===== config.mk =====
export PLATFORM = sky130hd
export DESIGN_NAME = rsp_mux
export DESIGN_NICKNAME = d
export VERILOG_FILES = /design/src/soc_bus_pkg.sv /design/src/rsp_mux.sv
export SDC_FILE = /design/constraint.sdc
export NUM_CORES = 1
export LEC_CHECK = 0
export BUFFER_PORTS_ARGS = -buffer_cell sky130_fd_sc_hd__buf_2
export CAP_MARGIN = 0
export CORE_MARGIN = 10
export CORE_UTILIZATION = 28
export CTS_CLUSTER_SIZE = 30
export DETAILED_ROUTE_END_ITERATION = 12
export GPL_ROUTABILITY_DRIVEN = 0
export PLACE_DENSITY = 0.9
export SLEW_MARGIN = 5
export SYNTH_ARGS = -nofsm -noshare
export SYNTH_HDL_FRONTEND = slang
export SYNTH_SLANG_ARGS = --single-unit

===== constraint.sdc =====
create_clock -name clk_i -period 1.35 [get_ports clk_i]
set_clock_uncertainty 0.05 [all_clocks]
set_input_delay 0.2025 -clock clk_i [delete_from_list [all_inputs] [get_ports clk_i]]
set_output_delay 0.2025 -clock clk_i [all_outputs]
set_load 0.02 [all_outputs]

===== src/soc_bus_pkg.sv =====
// Single 32-bit bus, word-aligned accesses only, address region taken from bits [31:24]
package soc_bus_pkg;

  // ------------------------------
  // Bus widths
  // ------------------------------
  localparam int unsigned AddrWidth = 32;
  localparam int unsigned DataWidth = 32;
  localparam int unsigned BeWidth   = 4;

  typedef logic [AddrWidth-1:0] addr_t;
  typedef logic [DataWidth-1:0] data_t;
  typedef logic [BeWidth-1:0]   be_t;

  // Same address word, seen raw or split for decoding
  typedef union packed {
    addr_t raw;
    struct packed {
      logic [7:0]           region;
      logic [AddrWidth-11:0] word_off;
      logic [1:0]           byte_off;
    } fields;
  } addr_u;

  // ------------------------------
  // Address map
  // ------------------------------
  localparam logic [7:0] SramRegion = 8'h10;
  localparam logic [7:0] CtrlRegion = 8'h03;

  // Word offsets inside the control region
  localparam int unsigned RegId       = 0;
  localparam int unsigned RegFetchEn  = 1;
  localparam int unsigned RegScratch0 = 2;

  localparam data_t ChipId     = 32'hC0C0_0001;
  // Read data of any failed access
  localparam data_t ErrRspData = 32'hBADC_AB1E;

  // Destination of one request
  typedef enum logic [1:0] {
    TgtSram,
    TgtCtrl,
    TgtErr
  } target_e;

endpackage


===== src/rsp_mux.sv =====
// One outstanding response per cycle, no back-pressure; error responses come from here
`timescale 1ns/1ps

module rsp_mux (
  input  logic                 clk_i,
  input  logic                 rst_n_i,
  input  logic                 req_i,
  input  logic                 we_i,
  input  soc_bus_pkg::target_e target_i,
  input  logic                 sram_rvalid_i,
  input  logic                 ctrl_rvalid_i,
  input  soc_bus_pkg::data_t   sram_rdata_i,
  input  soc_bus_pkg::data_t   ctrl_rdata_i,
  output logic                 rvalid_o,
  output logic                 err_o,
  output soc_bus_pkg::data_t   rdata_o
);
  import soc_bus_pkg::*;

  logic    valid_q;
  logic    we_q;
  target_e target_q;

  // Capture the accepted request
  always_ff @(posedge clk_i or negedge rst_n_i) begin
    if (!rst_n_i) begin
      valid_q  <= 1'b0;
      we_q     <= 1'b0;
      target_q <= TgtErr;
    end else begin
      valid_q  <= req_i;
      we_q     <= we_i;
      target_q <= target_i;
    end
  end

  // ------------------------------
  // Response select
  // ------------------------------
  always_comb begin
    rvalid_o = valid_q;
    err_o    = 1'b0;
    rdata_o  = '0;
    if (valid_q) begin
      case (target_q)
        TgtSram: rdata_o = we_q ? '0 : sram_rdata_i;
        TgtCtrl: rdata_o = we_q ? '0 : ctrl_rdata_i;
        default: begin
          err_o   = 1'b1;
          rdata_o = ErrRspData;
        end
      endcase
    end
  end

  // Targets answer in lockstep with this stage
  a_sram_rvalid: assert property (
    @(posedge clk_i) disable iff (!rst_n_i)
    (valid_q && target_q == TgtSram) |-> sram_rvalid_i
  ) else $error("rsp_mux: SRAM response missing");

  a_ctrl_rvalid: assert property (
    @(posedge clk_i) disable iff (!rst_n_i)
    (valid_q && target_q == TgtCtrl) |-> ctrl_rvalid_i
  ) else $error("rsp_mux: control register response missing");

endmodule


==> qor.yml <==
seqCellArea_um2: 103.9
critical_path_class: "reg2out"
first_global_vias: 1070
antenna_found_initial: 0
nNetsFinal: 265
finalSetupViolCount: 33
required_ns: 1.10
cts-root-to-sink-buffers: 2
grt_max_degree: 19
outcome: "complete, but fails checks"
post-place-ws_ns: -0.1430
power_density_nw_per_um2: 531.9
min_period_ns: 1.692
tritoncts: "done"
p_int_mw: 0.4928
drv_slew: 0
final_cell_mix: "buf_2, mux2i_1, buf_4"
diodes: 0
clkSlewWorstSetupHoldPaths_ns: 0.04
worst_setup_path_start_kind: "register"
track_usage_pct: 15.27
die_area_um2: 4633
rows: 17
place_inst: 212
p_clk_share_pct: 22.3
area_growth_syn_to_layout_pct: 136.6
io_pins: 106
ir_worst_vdd_v: 0.0005014
drt-vias-per-instance: 4.773
crit_start: "we_q"
final_cells: 220
synth_area_leaders: "mux2i_1, o21ai_0, dfrtp_1"
wl_per_cell_um: 17.75
fill_cells: 162
die_h_um: 68.07
synthCells: 81
synth_nets: 153
worstPathMaxFanout: 7
synth.top_cell.area_share_pct: 49.52
drtPass1Iterations: 2
fin_hold_ws_ns: 0.01070
die_width_um: 68.07
max_freq_ghz: 0.5909
cts-root-buf: "clkbuf_4"
worstSetupEndpoint: "rdata_o[0]"
rsz0062_at_grt: "true"
drive_gt1_share_pct: 69.79
swShare_pct: 39.45
pwr-share-seq_pct: 16.7
clock-sinks: 4
antenna_left: 0
tightest_slew_ns: 0.2629
grt-ovfl-total: 0
cts_setup_buffers: 0
period_share_pct: 125.4
synth_largest_area_cell: "mux2i_1"
finalSetupTns_ns: -8.412
vias: 1050
p_leak_nw: 0.8439
combPwrFrac_pct: 61.0
port_buffers: 103
grt_pass1_wl_um: 5375
wl_um: 3906
violations: "setup timing"
max_slew_margin_pct: 81.97
multi_input_area_um2: 584.3
ys_warn_count: 0
hold_violations: 0
netlist_area_um2: 646.9
ys_seq_elements: 4
syn_area_per_cell_um2: 7.986
initial_core_util_pct: 29.24
final_common_cell: "buf_2"
holdCritPathClass: "in2reg"
cts-buffers-inserted: 3
p_switching_mw: 0.3211
core-area_um2: 2212
setup_ws_ns: -0.3422
drt_iter0_markers: 20
synth.distinct_cells: 15
cp_data_arrival_time_ns: 1.44
yosysSeqAreaShare_pct: 15.67
h-tree-depth: 1
drv_cap: 0
drc: 0
cp-end-kind: "output pin"
cell type report:
class / count / area share, %
timing repair buffer: 115 / 50.78
multi-input combinational: 68 / 38.18
sequential: 4 / 6.787
tap: 28 / 2.289
clock buffer: 4 / 1.717
inverter: 1 / 0.2453
through the flow:
step	cell area (um^2)	util, %	power, mW
after detailed placement	1314	59.39	0.5659
after CTS	1484	67.08	0.7883
final	1530	69.17	0.8140
after floorplan	734.5	-	0.3744
after global placement	1314	59.39	0.5577
after global routing	1530	69.17	0.8601
cell families (layout without fill, tap and decap cells):
group / after synthesis / count (layout) / synth area share (%)
multiplexers: 32 / 32 / 49.52
AND/OR/NAND/NOR: 16 / 17 / 10.83
flip-flops: 4 / 4 / 15.67
AO/OA/AOI/OAI: 19 / 19 / 14.70
buffers and inverters: 10 / 120 / 9.282
worst max-delay path, cell delays in order (launching register included):
cell and delay [ns]:
dfrtp_1 0.40, or3b_4 0.49, nor2_2 0.15, buf_6 0.14
power groups by stage:
| stage | clock network, mW | logic [mW] | registers, mW |
|---|---|---|---|
| floorplan | 0 | 0.240 | 0.134 |
| global placement | 0 | 0.424 | 0.134 |
| detailed placement | 0 | 0.431 | 0.134 |
| CTS | 0.184 | 0.469 | 0.136 |
| global route | 0.193 | 0.530 | 0.137 |
| finish | 0.181 | 0.497 | 0.136 |
how the worst min path moves through the flow:
stage | start | endpoint | cells after the start
finish | req_i | rvalid_o | 1
global route | req_i | rvalid_o | 1
CTS | req_i | rvalid_o | 1
detailed placement | rst_n_i | we_q | 1
global placement | rst_n_i | we_q | 1
floorplan | rst_n_i | rvalid_o | 0
repair_timing:
item	4_1_cts	5_1_grt
hold buffers	3	0
pin swaps	5	0
resized for setup	35	17
cloned	1	0
endpoints found under the hold margin	6	0
endpoints found under the setup margin	33	33
flip-flops by register name, summed over array words and instances (netlist names):
name / flops
rvalid_o: 1
target_q: 2
we_q: 1
cell usage after synthesis (all sizes together):
| master | instances |
|---|---|
| dfrtp | 3 |
| nand2b | 1 |
| clkbuf | 3 |
| mux2i | 32 |
| or3b | 1 |
| o21ai | 19 |
| nand2 | 1 |
| inv | 1 |
| buf | 6 |
| dfstp | 1 |
| nor2 | 13 |
layer usage:
layer  part of all wire [%]  vias up  routed length [um]  track usage [%]
li1                       -      511                   -                -
met3                     10        4                 402            5.546
met4                    1.5        0                  57            5.779
met1                     33      486                1293            14.74
met5                      0        -                   0                0
met2                     55       49                2153            28.84
Note: power is estimated with default switching activity, not from simulation.
