[src/soc_bus_pkg.sv]
// Single 32-bit bus, word-aligned accesses only, address region taken from bits [31:24]
package soc_bus_pkg;

  // ------------------------------
  // Bus widths
  // ------------------------------
  localparam int unsigned AddrWidth = 32;
  localparam int unsigned DataWidth = 32;
  localparam int unsigned BeWidth   = 4;

  typedef logic [AddrWidth-1:0] addr_t;
  typedef logic [DataWidth-1:0] data_t;
  typedef logic [BeWidth-1:0]   be_t;

  // Same address word, seen raw or split for decoding
  typedef union packed {
    addr_t raw;
    struct packed {
      logic [7:0]           region;
      logic [AddrWidth-11:0] word_off;
      logic [1:0]           byte_off;
    } fields;
  } addr_u;

  // ------------------------------
  // Address map
  // ------------------------------
  localparam logic [7:0] SramRegion = 8'h10;
  localparam logic [7:0] CtrlRegion = 8'h03;

  // Word offsets inside the control region
  localparam int unsigned RegId       = 0;
  localparam int unsigned RegFetchEn  = 1;
  localparam int unsigned RegScratch0 = 2;

  localparam data_t ChipId     = 32'hC0C0_0001;
  // Read data of any failed access
  localparam data_t ErrRspData = 32'hBADC_AB1E;

  // Destination of one request
  typedef enum logic [1:0] {
    TgtSram,
    TgtCtrl,
    TgtErr
  } target_e;

endpackage

[src/obi_bus_if.sv]
// Request and response of one always-ready target; rvalid follows req by exactly one cycle
`timescale 1ns/1ps

interface obi_bus_if;
  import soc_bus_pkg::*;

  // Word index carries bits [31:2] minus the region byte
  localparam int unsigned IdxWidth = AddrWidth - 10;

  // Request side
  logic                req;
  logic                we;
  be_t                 be;
  logic [IdxWidth-1:0] index;
  data_t               wdata;

  // Response side
  logic                rvalid;
  data_t               rdata;

  modport mgr (
    output req,
    output we,
    output be,
    output index,
    output wdata,
    input  rvalid,
    input  rdata
  );

  modport sbr (
    input  req,
    input  we,
    input  be,
    input  index,
    input  wdata,
    output rvalid,
    output rdata
  );

endinterface

[src/addr_decode.sv]
// Purely combinational; misaligned, unmapped or out-of-range addresses raise no target request
`timescale 1ns/1ps

module addr_decode #(
  parameter int unsigned SramWords  = 256,
  parameter int unsigned NumScratch = 4
) (
  input  logic                    req_i,
  input  logic                    we_i,
  input  soc_bus_pkg::be_t        be_i,
  input  soc_bus_pkg::addr_t      addr_i,
  input  soc_bus_pkg::data_t      wdata_i,
  output soc_bus_pkg::target_e    target_o,
  obi_bus_if.mgr                  sram_bus,
  obi_bus_if.mgr                  ctrl_bus
);
  import soc_bus_pkg::*;

  addr_u addr;

  assign addr.raw = addr_i;

  // ------------------------------
  // Target selection
  // ------------------------------
  always_comb begin
    target_o = TgtErr;
    if (addr.fields.byte_off == 2'b00) begin
      if (addr.fields.region == SramRegion &&
          32'(addr.fields.word_off) < SramWords) begin
        target_o = TgtSram;
      end else if (addr.fields.region == CtrlRegion &&
                   32'(addr.fields.word_off) < RegScratch0 + NumScratch) begin
        target_o = TgtCtrl;
      end
    end
  end

  // ------------------------------
  // Per-target requests
  // ------------------------------
  // Payload fans out to both, only req is qualified
  assign sram_bus.req   = req_i && (target_o == TgtSram);
  assign sram_bus.we    = we_i;
  assign sram_bus.be    = be_i;
  assign sram_bus.index = addr.fields.word_off;
  assign sram_bus.wdata = wdata_i;

  assign ctrl_bus.req   = req_i && (target_o == TgtCtrl);
  assign ctrl_bus.we    = we_i;
  assign ctrl_bus.be    = be_i;
  assign ctrl_bus.index = addr.fields.word_off;
  assign ctrl_bus.wdata = wdata_i;

endmodule

[src/flat_wrapper.sv]
// flat-port wrapper written by rule: the top's interface ports become plain ports
module addr_decode_flat import soc_bus_pkg::*;
#(
  parameter int unsigned SramWords  = 256,
  parameter int unsigned NumScratch = 4
)
  (req_i, we_i, be_i, addr_i, wdata_i, target_o, sram_bus_req, sram_bus_we, sram_bus_be, sram_bus_index, sram_bus_wdata, sram_bus_rvalid, sram_bus_rdata, ctrl_bus_req, ctrl_bus_we, ctrl_bus_be, ctrl_bus_index, ctrl_bus_wdata, ctrl_bus_rvalid, ctrl_bus_rdata);
  obi_bus_if sram_bus_i ();
  obi_bus_if ctrl_bus_i ();
  input  logic req_i;
  input  logic we_i;
  input  soc_bus_pkg::be_t be_i;
  input  soc_bus_pkg::addr_t addr_i;
  input  soc_bus_pkg::data_t wdata_i;
  output soc_bus_pkg::target_e target_o;
  output wire logic [$bits(sram_bus_i.req)-1:0] sram_bus_req;
  output wire logic [$bits(sram_bus_i.we)-1:0] sram_bus_we;
  output wire logic [$bits(sram_bus_i.be)-1:0] sram_bus_be;
  output wire logic [$bits(sram_bus_i.index)-1:0] sram_bus_index;
  output wire logic [$bits(sram_bus_i.wdata)-1:0] sram_bus_wdata;
  input wire logic [$bits(sram_bus_i.rvalid)-1:0] sram_bus_rvalid;
  input wire logic [$bits(sram_bus_i.rdata)-1:0] sram_bus_rdata;
  output wire logic [$bits(ctrl_bus_i.req)-1:0] ctrl_bus_req;
  output wire logic [$bits(ctrl_bus_i.we)-1:0] ctrl_bus_we;
  output wire logic [$bits(ctrl_bus_i.be)-1:0] ctrl_bus_be;
  output wire logic [$bits(ctrl_bus_i.index)-1:0] ctrl_bus_index;
  output wire logic [$bits(ctrl_bus_i.wdata)-1:0] ctrl_bus_wdata;
  input wire logic [$bits(ctrl_bus_i.rvalid)-1:0] ctrl_bus_rvalid;
  input wire logic [$bits(ctrl_bus_i.rdata)-1:0] ctrl_bus_rdata;
  assign sram_bus_req = sram_bus_i.req;
  assign sram_bus_we = sram_bus_i.we;
  assign sram_bus_be = sram_bus_i.be;
  assign sram_bus_index = sram_bus_i.index;
  assign sram_bus_wdata = sram_bus_i.wdata;
  assign sram_bus_i.rvalid = sram_bus_rvalid;
  assign sram_bus_i.rdata = sram_bus_rdata;
  assign ctrl_bus_req = ctrl_bus_i.req;
  assign ctrl_bus_we = ctrl_bus_i.we;
  assign ctrl_bus_be = ctrl_bus_i.be;
  assign ctrl_bus_index = ctrl_bus_i.index;
  assign ctrl_bus_wdata = ctrl_bus_i.wdata;
  assign ctrl_bus_i.rvalid = ctrl_bus_rvalid;
  assign ctrl_bus_i.rdata = ctrl_bus_rdata;
  addr_decode #(.SramWords(SramWords), .NumScratch(NumScratch)) u_core (.req_i(req_i), .we_i(we_i), .be_i(be_i), .addr_i(addr_i), .wdata_i(wdata_i), .target_o(target_o), .sram_bus(sram_bus_i), .ctrl_bus(ctrl_bus_i));
endmodule
[config.mk]
export PLATFORM = sky130hd
export DESIGN_NAME = addr_decode_flat
export DESIGN_NICKNAME = d
export VERILOG_FILES = /design/src/soc_bus_pkg.sv /design/src/obi_bus_if.sv /design/src/addr_decode.sv /design/src/flat_wrapper.sv
export SDC_FILE = /design/constraint.sdc
export NUM_CORES = 1
export LEC_CHECK = 0
export ABC_AREA = 0
export BUFFER_PORTS_ARGS = -buffer_cell sky130_fd_sc_hd__buf_2
export CORE_AREA = 2 2 101 103
export DETAILED_ROUTE_END_ITERATION = 10
export DIE_AREA = 0 0 103 105
export MAX_ROUTING_LAYER = met4
export PLACE_DENSITY = 0.44
export SYNTH_ARGS = -nofsm -noshare
export SYNTH_HDL_FRONTEND = slang
export SYNTH_SLANG_ARGS = --single-unit
[constraint.sdc]
create_clock -name vclk -period 1.7
set_input_delay 0.17 -clock vclk [all_inputs]
set_output_delay 0.17 -clock vclk [all_outputs]
set_load 0.02 [all_outputs]
==> summary.txt <==
Setup path
  – CP endpoint kind: primary output
  – Setup crit start kind: input port
  – Setup CP Type: in -> out
  – Worst Path Required: 1530 ps
  – Crit-path max FO: 4
  – Critical Path AT: 1200 ps

Cells and area
  – Layout cells sized above 1: 83.3%
  – Sequential Area: 0 um^2
  – Commonest non-fill, non-tap cells in the layout: 78 x buf_2, 3 x nor4_1, 3 x nand4_1, 3 x nor3_1, 3 x nor2_1
  – Fin nets: 234
  – Antenna diodes: 0
  – Design Area, Final: 674 um^2
  – Area Growth Syn to Fin: -32.8%
  – Seq cells: 0
  – Filler cell count: 1153
  – CLK BUF: 0
  – Final core occ: 7.00%
  – Most common cell after layout, fill and taps aside: buf_2

Placement
  – PortBufs: 78
  – DPL Wire Length: 1.62 mm
  – Routability Congestion: 0.505
  – Post-DP Area: 674 um^2
  – Dpl ws: 260 ps

Power
  – Flop pwr share: 0%
  – Clock share of power: 0%
  – Worst VDD drop: 0.0000367 V
  – Net Sw Frac: 62.9%
  – Cell Pwr Density: 261 nW/um^2
  – Internal: 0.0000653 W
  – Combinational Power Share: 100.0%
  – P_sw: 0.000111 W
  – Leakage power: 0.329 nW

Timing
  – Final TNS setup: 0 ps
  – Fin crit period: 1370 ps
  – Rel. slew slack: 81.2%
  – RSZ-0062 raised after global routing: false
  – Final worst slack: 328 ps
  – Setup Viol. Count Final: 0
  – Final hold violations: 0
  – Pins over their slew limit: 0
  – Fmax: 729 MHz
  – Period utilization: 80.7%
  – Slew @ Worst Pin: 281 ps

Clocking
  – Postcts setup bufs: 0
  – Hold buffer count at cts: 0
  – Post-cts sizing count: 0

Floorplanning
  – Die Ht: 105 um
  – Die Wd: 103 um
  – Die area: 10800 um^2
  – Core box area: 9640 um^2
  – Initial Util: 10.4%
  – IO Count: 258
  – Row cnt: 36

Synth
  – Syn Inst Count: 136
  – Post-synth net total: 272
  – Synth top area cells: buf_4 88%, nor4_2 2.5%, nand4_1 1.9%, nor4_1 1.9%, nor3_1 1.5%
  – Synthesized area: 1000 um^2
  – Synth top area share: 88.3%
  – Distinct cells, synth: 10
  – Register area share after synthesis: 0%
  – Synth area leader: buf_4
  – Mean Syn Cell Area: 7.38 um^2
  – Synth Warn #: 0

Detailed routing
  – Wire per inst: 7.71 um
  – Vias: 545
  – Post-route ant nets: 0
  – Post-Route WL: 1.77 mm
  – Residual DRC: 0
  – Via-to-Cell Ratio: 2.38
  – DRT iter0 DRCs: 4
  – Drt first pass iters: 4

Global routing
  – Initial antenna violation count: 0
  – Vias in the first global route: 384
  – Largest net degree at the start of global routing: 5
  – Global route overflow: 0
  – First-pass GRT wire length: 1.88 mm
  – Total GRT Usage: 2.34%

Hold path
  – Hold Path Class: in -> out

Job
  – Max Cap Viol: 0

Outcome
  – Outcome: finished, final reports clean
power by group through the flow:
stage               clock [W]  combinational (W)  sequential (W)
floorplan                   0           0.000413               0
global placement            0           0.000176               0
detailed placement          0           0.000178               0
CTS                         0           0.000178               0
global route                0           0.000193               0
finish                      0           0.000176               0
final cells by class:
type / instances / area [um^2] / area share [%]
timing repair buffer: 78 / 390 / 57.9
tap: 133 / 166 / 24.7
multi-input combinational: 17 / 114 / 16.9
inverter: 1 / 3.75 / 0.557
metal layers:
layer	GRT usage (%)	vias to the layer above	wire length, um
li1	-	235	-
met1	1.68	217	537
met2	4.22	74	723
met3	0.669	19	368
met4	2.44	0	136
met5	-	-	0
worst paths after layout:
path / slack (ps) / depth (start not counted) / endpoint / from
min: 340 / 0 / ctrl_bus_wdata[25] / wdata_i[25]
max: 330 / 5 / ctrl_bus_req / addr_i[15]
worst max-delay path: stages:
cell     delay (ps)
buf_2           110
nor4_2          300
nand4_1         220
nor3_1          210
buf_2           190
per-stage QoR:
stage	cells	hold WS (ps)	total power (W)
after floorplan	136	453	0.000413
after global placement	229	340	0.000176
after detailed placement	229	340	0.000178
after CTS	229	340	0.000178
after global routing	229	340	0.000193
final	229	340	0.000176
Yosys cell counts:
cell type  instances
a211oi_1           1
a21o_1             1
buf_4            118
inv_1              1
nand4_1            3
nor2_1             3
nor3_1             3
nor4_1             3
nor4_2             2
nor4bb_1           1
logic make-up (layout without fill, tap and decap cells):
group	Yosys count	after routing	synth area share, %
AND/OR/NAND/NOR	15	15	9.85
AO/OA/AOI/OAI	2	2	1.50
buffers and inverters	119	79	88.7
Note: power is estimated with default switching activity, not from simulation.
