==> config.mk <==
export PLATFORM = sky130hd
export DESIGN_NAME = soc_ctrl_regs_flat
export DESIGN_NICKNAME = d
export VERILOG_FILES = /design/src/soc_bus_pkg.sv /design/src/obi_bus_if.sv /design/src/soc_ctrl_regs.sv /design/src/flat_wrapper.sv
export SDC_FILE = /design/constraint.sdc
export NUM_CORES = 1
export LEC_CHECK = 0
export ABC_AREA = 1
export BUFFER_PORTS_ARGS = -buffer_cell sky130_fd_sc_hd__buf_4
export CAP_MARGIN = 20
export CORE_ASPECT_RATIO = 1.75
export CORE_MARGIN = 2
export CORE_UTILIZATION = 49
export DETAILED_ROUTE_END_ITERATION = 7
export PLACE_DENSITY = 0.65
export SLEW_MARGIN = 5
export SYNTH_ARGS = -nofsm -noshare
export SYNTH_HDL_FRONTEND = slang
export SYNTH_SLANG_ARGS = --single-unit
==> constraint.sdc <==
create_clock -name clk_i -period 2.1 [get_ports clk_i]
set_input_delay 0.105 -clock clk_i [delete_from_list [all_inputs] [get_ports clk_i]]
set_output_delay 0.105 -clock clk_i [all_outputs]
set_load 0.05 [all_outputs]
==> src/soc_bus_pkg.sv <==
// Single 32-bit bus, word-aligned accesses only, address region taken from bits [31:24]
package soc_bus_pkg;

  // ------------------------------
  // Bus widths
  // ------------------------------
  localparam int unsigned AddrWidth = 32;
  localparam int unsigned DataWidth = 32;
  localparam int unsigned BeWidth   = 4;

  typedef logic [AddrWidth-1:0] addr_t;
  typedef logic [DataWidth-1:0] data_t;
  typedef logic [BeWidth-1:0]   be_t;

  // Same address word, seen raw or split for decoding
  typedef union packed {
    addr_t raw;
    struct packed {
      logic [7:0]           region;
      logic [AddrWidth-11:0] word_off;
      logic [1:0]           byte_off;
    } fields;
  } addr_u;

  // ------------------------------
  // Address map
  // ------------------------------
  localparam logic [7:0] SramRegion = 8'h10;
  localparam logic [7:0] CtrlRegion = 8'h03;

  // Word offsets inside the control region
  localparam int unsigned RegId       = 0;
  localparam int unsigned RegFetchEn  = 1;
  localparam int unsigned RegScratch0 = 2;

  localparam data_t ChipId     = 32'hC0C0_0001;
  // Read data of any failed access
  localparam data_t ErrRspData = 32'hBADC_AB1E;

  // Destination of one request
  typedef enum logic [1:0] {
    TgtSram,
    TgtCtrl,
    TgtErr
  } target_e;

endpackage

==> src/obi_bus_if.sv <==
// Request and response of one always-ready target; rvalid follows req by exactly one cycle
`timescale 1ns/1ps

interface obi_bus_if;
  import soc_bus_pkg::*;

  // Word index carries bits [31:2] minus the region byte
  localparam int unsigned IdxWidth = AddrWidth - 10;

  // Request side
  logic                req;
  logic                we;
  be_t                 be;
  logic [IdxWidth-1:0] index;
  data_t               wdata;

  // Response side
  logic                rvalid;
  data_t               rdata;

  modport mgr (
    output req,
    output we,
    output be,
    output index,
    output wdata,
    input  rvalid,
    input  rdata
  );

  modport sbr (
    input  req,
    input  we,
    input  be,
    input  index,
    input  wdata,
    output rvalid,
    output rdata
  );

endinterface

==> src/soc_ctrl_regs.sv <==
// Chip ID is read-only, fetch enable is bit 0 only; unused bits read zero
`timescale 1ns/1ps

module soc_ctrl_regs #(
  parameter int unsigned NumScratch = 4
) (
  input  logic   clk_i,
  input  logic   rst_n_i,
  input  logic   fetch_en_i,
  obi_bus_if.sbr bus,
  output logic   fetch_en_o
);
  import soc_bus_pkg::*;

  localparam int unsigned ScrAw = (NumScratch > 1) ? $clog2(NumScratch) : 1;

  logic [31:0]      reg_addr;
  logic             is_scratch;
  logic [ScrAw-1:0] scr_sel;
  logic             fetch_en_q;
  data_t            scratch_q [NumScratch];
  data_t            rdata_d;
  data_t            rdata_q;
  logic             rvalid_q;

  assign reg_addr   = 32'(bus.index);
  assign is_scratch = (reg_addr >= RegScratch0) && (reg_addr < RegScratch0 + NumScratch);
  assign scr_sel    = ScrAw'(reg_addr - RegScratch0);

  // ------------------------------
  // Register writes
  // ------------------------------
  always_ff @(posedge clk_i or negedge rst_n_i) begin
    if (!rst_n_i) begin
      fetch_en_q <= 1'b0;
      for (int i = 0; i < NumScratch; i++) begin
        scratch_q[i] <= '0;
      end
    end else if (bus.req && bus.we) begin
      if (reg_addr == RegFetchEn && bus.be[0]) begin
        fetch_en_q <= bus.wdata[0];
      end
      if (is_scratch) begin
        for (int b = 0; b < BeWidth; b++) begin
          if (bus.be[b]) begin
            scratch_q[scr_sel][8*b +: 8] <= bus.wdata[8*b +: 8];
          end
        end
      end
      // Writes to the ID word are dropped
    end
  end

  // ------------------------------
  // Read path
  // ------------------------------
  always_comb begin
    rdata_d = '0;
    if (reg_addr == RegId) begin
      rdata_d = ChipId;
    end else if (reg_addr == RegFetchEn) begin
      rdata_d = {{(DataWidth-1){1'b0}}, fetch_en_q};
    end else if (is_scratch) begin
      rdata_d = scratch_q[scr_sel];
    end
  end

  always_ff @(posedge clk_i) begin
    if (bus.req && !bus.we) begin
      rdata_q <= rdata_d;
    end
  end

  always_ff @(posedge clk_i or negedge rst_n_i) begin
    if (!rst_n_i) begin
      rvalid_q <= 1'b0;
    end else begin
      rvalid_q <= bus.req;
    end
  end

  assign bus.rvalid = rvalid_q;
  assign bus.rdata  = rdata_q;

  // Pin or register starts the core
  assign fetch_en_o = fetch_en_i | fetch_en_q;

endmodule

==> src/flat_wrapper.sv <==
// flat-port wrapper written by rule: the top's interface ports become plain ports
module soc_ctrl_regs_flat import soc_bus_pkg::*;
#(
  parameter int unsigned NumScratch = 4
)
  (clk_i, rst_n_i, fetch_en_i, fetch_en_o, bus_req, bus_we, bus_be, bus_index, bus_wdata, bus_rvalid, bus_rdata);
  obi_bus_if bus_i ();
  input  logic clk_i;
  input  logic rst_n_i;
  input  logic fetch_en_i;
  output logic fetch_en_o;
  input wire logic [$bits(bus_i.req)-1:0] bus_req;
  input wire logic [$bits(bus_i.we)-1:0] bus_we;
  input wire logic [$bits(bus_i.be)-1:0] bus_be;
  input wire logic [$bits(bus_i.index)-1:0] bus_index;
  input wire logic [$bits(bus_i.wdata)-1:0] bus_wdata;
  output wire logic [$bits(bus_i.rvalid)-1:0] bus_rvalid;
  output wire logic [$bits(bus_i.rdata)-1:0] bus_rdata;
  assign bus_i.req = bus_req;
  assign bus_i.we = bus_we;
  assign bus_i.be = bus_be;
  assign bus_i.index = bus_index;
  assign bus_i.wdata = bus_wdata;
  assign bus_rvalid = bus_i.rvalid;
  assign bus_rdata = bus_i.rdata;
  soc_ctrl_regs #(.NumScratch(NumScratch)) u_core (.clk_i(clk_i), .rst_n_i(rst_n_i), .fetch_en_i(fetch_en_i), .bus(bus_i), .fetch_en_o(fetch_en_o));
endmodule
==> Flow_metrics.wiki <==
{| class="wikitable"
! Metric !! Value
|-
| Status || complete, no violations
|-
| Die height || 170 um
|-
| Total placed cells including tap cells || 1139
|-
| Number of sinks handled by clock tree synthesis || 162
|-
| Maximum clock skew at final layout || 0.0126 ns
|-
| Die boundary width || 98.7 um
|-
| Detailed-route vias per instance || 5.52
|-
| Worst Reg2Reg Path Length in Cells || 4
|-
| Max-Cap Viols || 0
|-
| Clock-pin transition on the worst setup and hold timing paths || 0.07 ns
|-
| Fillers || 1332
|-
| Initial antenna violation count || 0
|-
| Max-slew violation count || 0
|-
| Final WL || 20500 um
|-
| Clock tree from TritonCTS || done
|-
| Critical Path Start Type || input pin
|-
| GR Util All Layers || 25.5%
|-
| Most frequent standard cell in the layout excluding fill and tap cells || sky130_fd_sc_hd__nand2_1
|-
| Proportion of netlist area held by the largest area contributor || 42.3%
|-
| Seq/Total Area, Yosys || 54.8%
|-
| Row count || 60
|-
| Remaining global-route overflow || 0
|-
| Primary FF master, synth || sky130_fd_sc_hd__dfrtp_1
|-
| Top-Level Pins || 97
|-
| Wire length of the first global-routing pass || 33800 um
|-
| Number of buffers on the longest clock path || 2
|-
| Net total in the final layout || 1062
|-
| Synth area leader || sky130_fd_sc_hd__dfrtp_1
|-
| Cell leakage power || 4.74 nW
|-
| Initial Util || 50.0%
|-
| Clk_lat worst skew || 0.42 ns
|-
| Synth Register Bits || 162
|-
| Share of layout cells above drive strength 1 || 17.1%
|-
| Post-CTS setup buffer count || 0
|-
| Arrival time at the worst endpoint || 1.98 ns
|-
| ANT cells || 0
|-
| R2R Path Start || u_core.scratch_q[33]
|-
| Routability congestion estimate || 0.786
|-
| Root buffer cell || sky130_fd_sc_hd__clkbuf_16
|-
| Cell depth of the worst min-delay path || 2
|-
| H-tree depth reported by CTS || 4
|-
| Maximum number of pins on one net before global-route repair || 97
|-
| Vias || 6610
|-
| Synth top area cells || sky130_fd_sc_hd__dfrtp_1 (42%), sky130_fd_sc_hd__nand2_1 (16%), sky130_fd_sc_hd__edfxtp_1 (13%), sky130_fd_sc_hd__nand4_1 (11%), sky130_fd_sc_hd__inv_1 (4.1%)
|-
| Yosys Warn Count || 0
|-
| Final Hold Vio Count || 0
|-
| Area of the core region || 15400 um2
|-
| Unrepaired setup endpoints after global routing || false
|-
| Initial DRC count || 521
|-
| Mean instance size in the synthesized netlist || 8.65 um2
|-
| Final worst-path cycle share || 79.3%
|-
| Normalized max-slew margin || 62.2%
|-
| Residual DRC || 0
|-
| Non-Filler Instances || 1198
|-
| Max FO, Critical Path || 26
|-
| Combined flip-flop and latch cell area || 4210 um2
|-
| End of the worst register-to-register path || u_core.bus.rdata[1]
|-
| Actual transition at the worst max-transition pin || 0.567 ns
|-
| Post-synth ARST share || 80.2%
|-
| Cell count after synthesis || 889
|-
| Count of input and output buffers || 96
|-
| Number of routed nets with antenna violations || 0
|-
| Area enclosed by the die boundary || 16700 um2
|-
| FF-to-FF setup slack || 0.99 ns
|-
| Area used by multi-input combinational logic || 2880 um2
|-
| Type of the worst setup path || in -> reg
|-
| Net Count, Synth || 952
|-
| Sink of the worst hold path || u_core.bus.rdata[20]
|-
| Final setup violation count || 0
|-
| Number of flops mapped to enable cells by yosys || 32
|-
| Post-synth design cell area || 7690 um2
|-
| Class of the worst hold path || in -> reg
|-
| Startpoint of the lowest-slack hold path || bus_we
|-
| Via count of the first global-routing pass || 6610
|-
| Power per standard cell area || 729 nW/um2
|-
| Endpoint kind of the worst setup timing path || flop
|-
| VDD IR-drop max || 0.573 mV
|-
| Area growth syn-to-layout || 24.0%
|-
| Required time of the critical path || 2.42 ns
|-
| TritonRoute pass-1 iters || 5
|-
| FMAX || 601 MHz
|-
| CTS buffer count || 17
|-
| Commonest non-fill, non-tap cells in the layout || sky130_fd_sc_hd__nand2_1 (336), sky130_fd_sc_hd__nand4_1 (134), sky130_fd_sc_hd__dfrtp_1 (130)
|-
| Wire length per cell || 17.1 um
|-
| Minimum period implied by the final worst setup slack || 1.66 ns
|-
| Post-Route Setup TNS || 0 ns
|-
| Distinct cell type count after synthesis || 26
|-
| Hpwl dp || 12800 um
|}
## synthesized netlist by cell type (2+ instances only)
cell and count:
sky130_fd_sc_hd__a21oi_1 14, sky130_fd_sc_hd__a22oi_1 24, sky130_fd_sc_hd__a31oi_1 20, sky130_fd_sc_hd__buf_1 3
sky130_fd_sc_hd__buf_2 16, sky130_fd_sc_hd__buf_6 6, sky130_fd_sc_hd__clkbuf_1 34, sky130_fd_sc_hd__dfrtp_1 130
sky130_fd_sc_hd__edfxtp_1 32, sky130_fd_sc_hd__inv_1 83, sky130_fd_sc_hd__inv_2 2, sky130_fd_sc_hd__nand2_1 336
sky130_fd_sc_hd__nand3_1 10, sky130_fd_sc_hd__nand4_1 134, sky130_fd_sc_hd__nand4_4 6, sky130_fd_sc_hd__nor2_1 17
sky130_fd_sc_hd__nor2_2 3, sky130_fd_sc_hd__nor2_4 2, sky130_fd_sc_hd__o22ai_1 9, sky130_fd_sc_hd__or2_2 2
## how the worst max path moves through the flow
stage	startpoint	end	cells after the start
finish	bus_req	u_core.scratch_q[102]	8
global route	bus_req	u_core.scratch_q[34]	8
CTS	bus_req	u_core.scratch_q[68]	8
detailed placement	bus_index[21]	u_core.scratch_q[95]	10
global placement	bus_index[21]	u_core.scratch_q[88]	10
floorplan	bus_req	u_core.bus.rdata[0]	2
## repair_timing
| item | in CTS | in global routing |
|---|---|---|
| gates resized for setup | 0 | 0 |
| setup endpoints to repair | 0 | 0 |
| hold buffers | 27 | 0 |
| endpoints found under the hold margin | 134 | 0 |
## through the flow
| step | total power [mW] | util [%] | setup WS (ns) | hold WS, ns | area, um2 |
|---|---|---|---|---|---|
| finish | 6.95 | 61.9 | 0.435 | 0.0376 | 9530 |
| global route | 7.18 | 61.9 | 0.309 | 0.0256 | 9530 |
| CTS | 7.02 | 61.9 | 0.480 | 0.0200 | 9530 |
| detailed placement | 3.81 | 56.3 | 0.316 | 0.140 | 8660 |
| global placement | 3.81 | 56.3 | 0.367 | 0.136 | 8660 |
| floorplan | 3.52 | - | 0.184 | -0.191 | 7690 |
## sequential cells by signal, indices dropped and copies added (netlist names)
name               count
u_core.fetch_en_q      1
u_core.scratch_q     128
u_core.bus.rvalid      1
u_core.bus.rdata      32
## power by group
| group | internal (mW) | switching, mW |
|---|---|---|
| registers | 3.22 | 0.00629 |
| clock network | 1.80 | 1.36 |
| logic | 0.187 | 0.374 |
| total | 5.21 | 1.74 |
## metal layers
| metal | track usage, % | part of all wire (%) | vias up |
|---|---|---|---|
| met1 | 31.2 | 40 | 3151 |
| li1 | - | - | 3228 |
| met3 | 4.61 | 3.9 | 42 |
| met5 | 0 | 0 | - |
| met4 | 9.95 | 2.7 | 0 |
| met2 | 44.4 | 53 | 189 |
## logic make-up (layout without fill, tap and decap cells)
kind of cell / Yosys count / count (layout) / synth area share (%)
AO/OA/AOI/OAI: 69 / 69 / 5.75
buffers and inverters: 145 / 268 / 7.93
flip-flops: 162 / 162 / 54.8
AND/OR/NAND/NOR: 513 / 513 / 31.5
## cell type report
type,count,area share [%]
timing repair buffer,150,13.4
inverter,86,3.39
multi-input combinational,582,30.3
clock inverter,13,1.72
sequential,162,44.2
clock buffer,19,4.54
tap,186,2.44
## critical path: stages
cell and delay (ns):
sky130_fd_sc_hd__dlygate4sd3_1 0.54, sky130_fd_sc_hd__buf_4 0.12, sky130_fd_sc_hd__nand2_1 0.12, sky130_fd_sc_hd__nor2_2 0.42
sky130_fd_sc_hd__buf_4 0.37, sky130_fd_sc_hd__nand4_1 0.16, sky130_fd_sc_hd__nand2_1 0.10, sky130_fd_sc_hd__inv_1 0.04
Power figures use the tool's default switching activity.
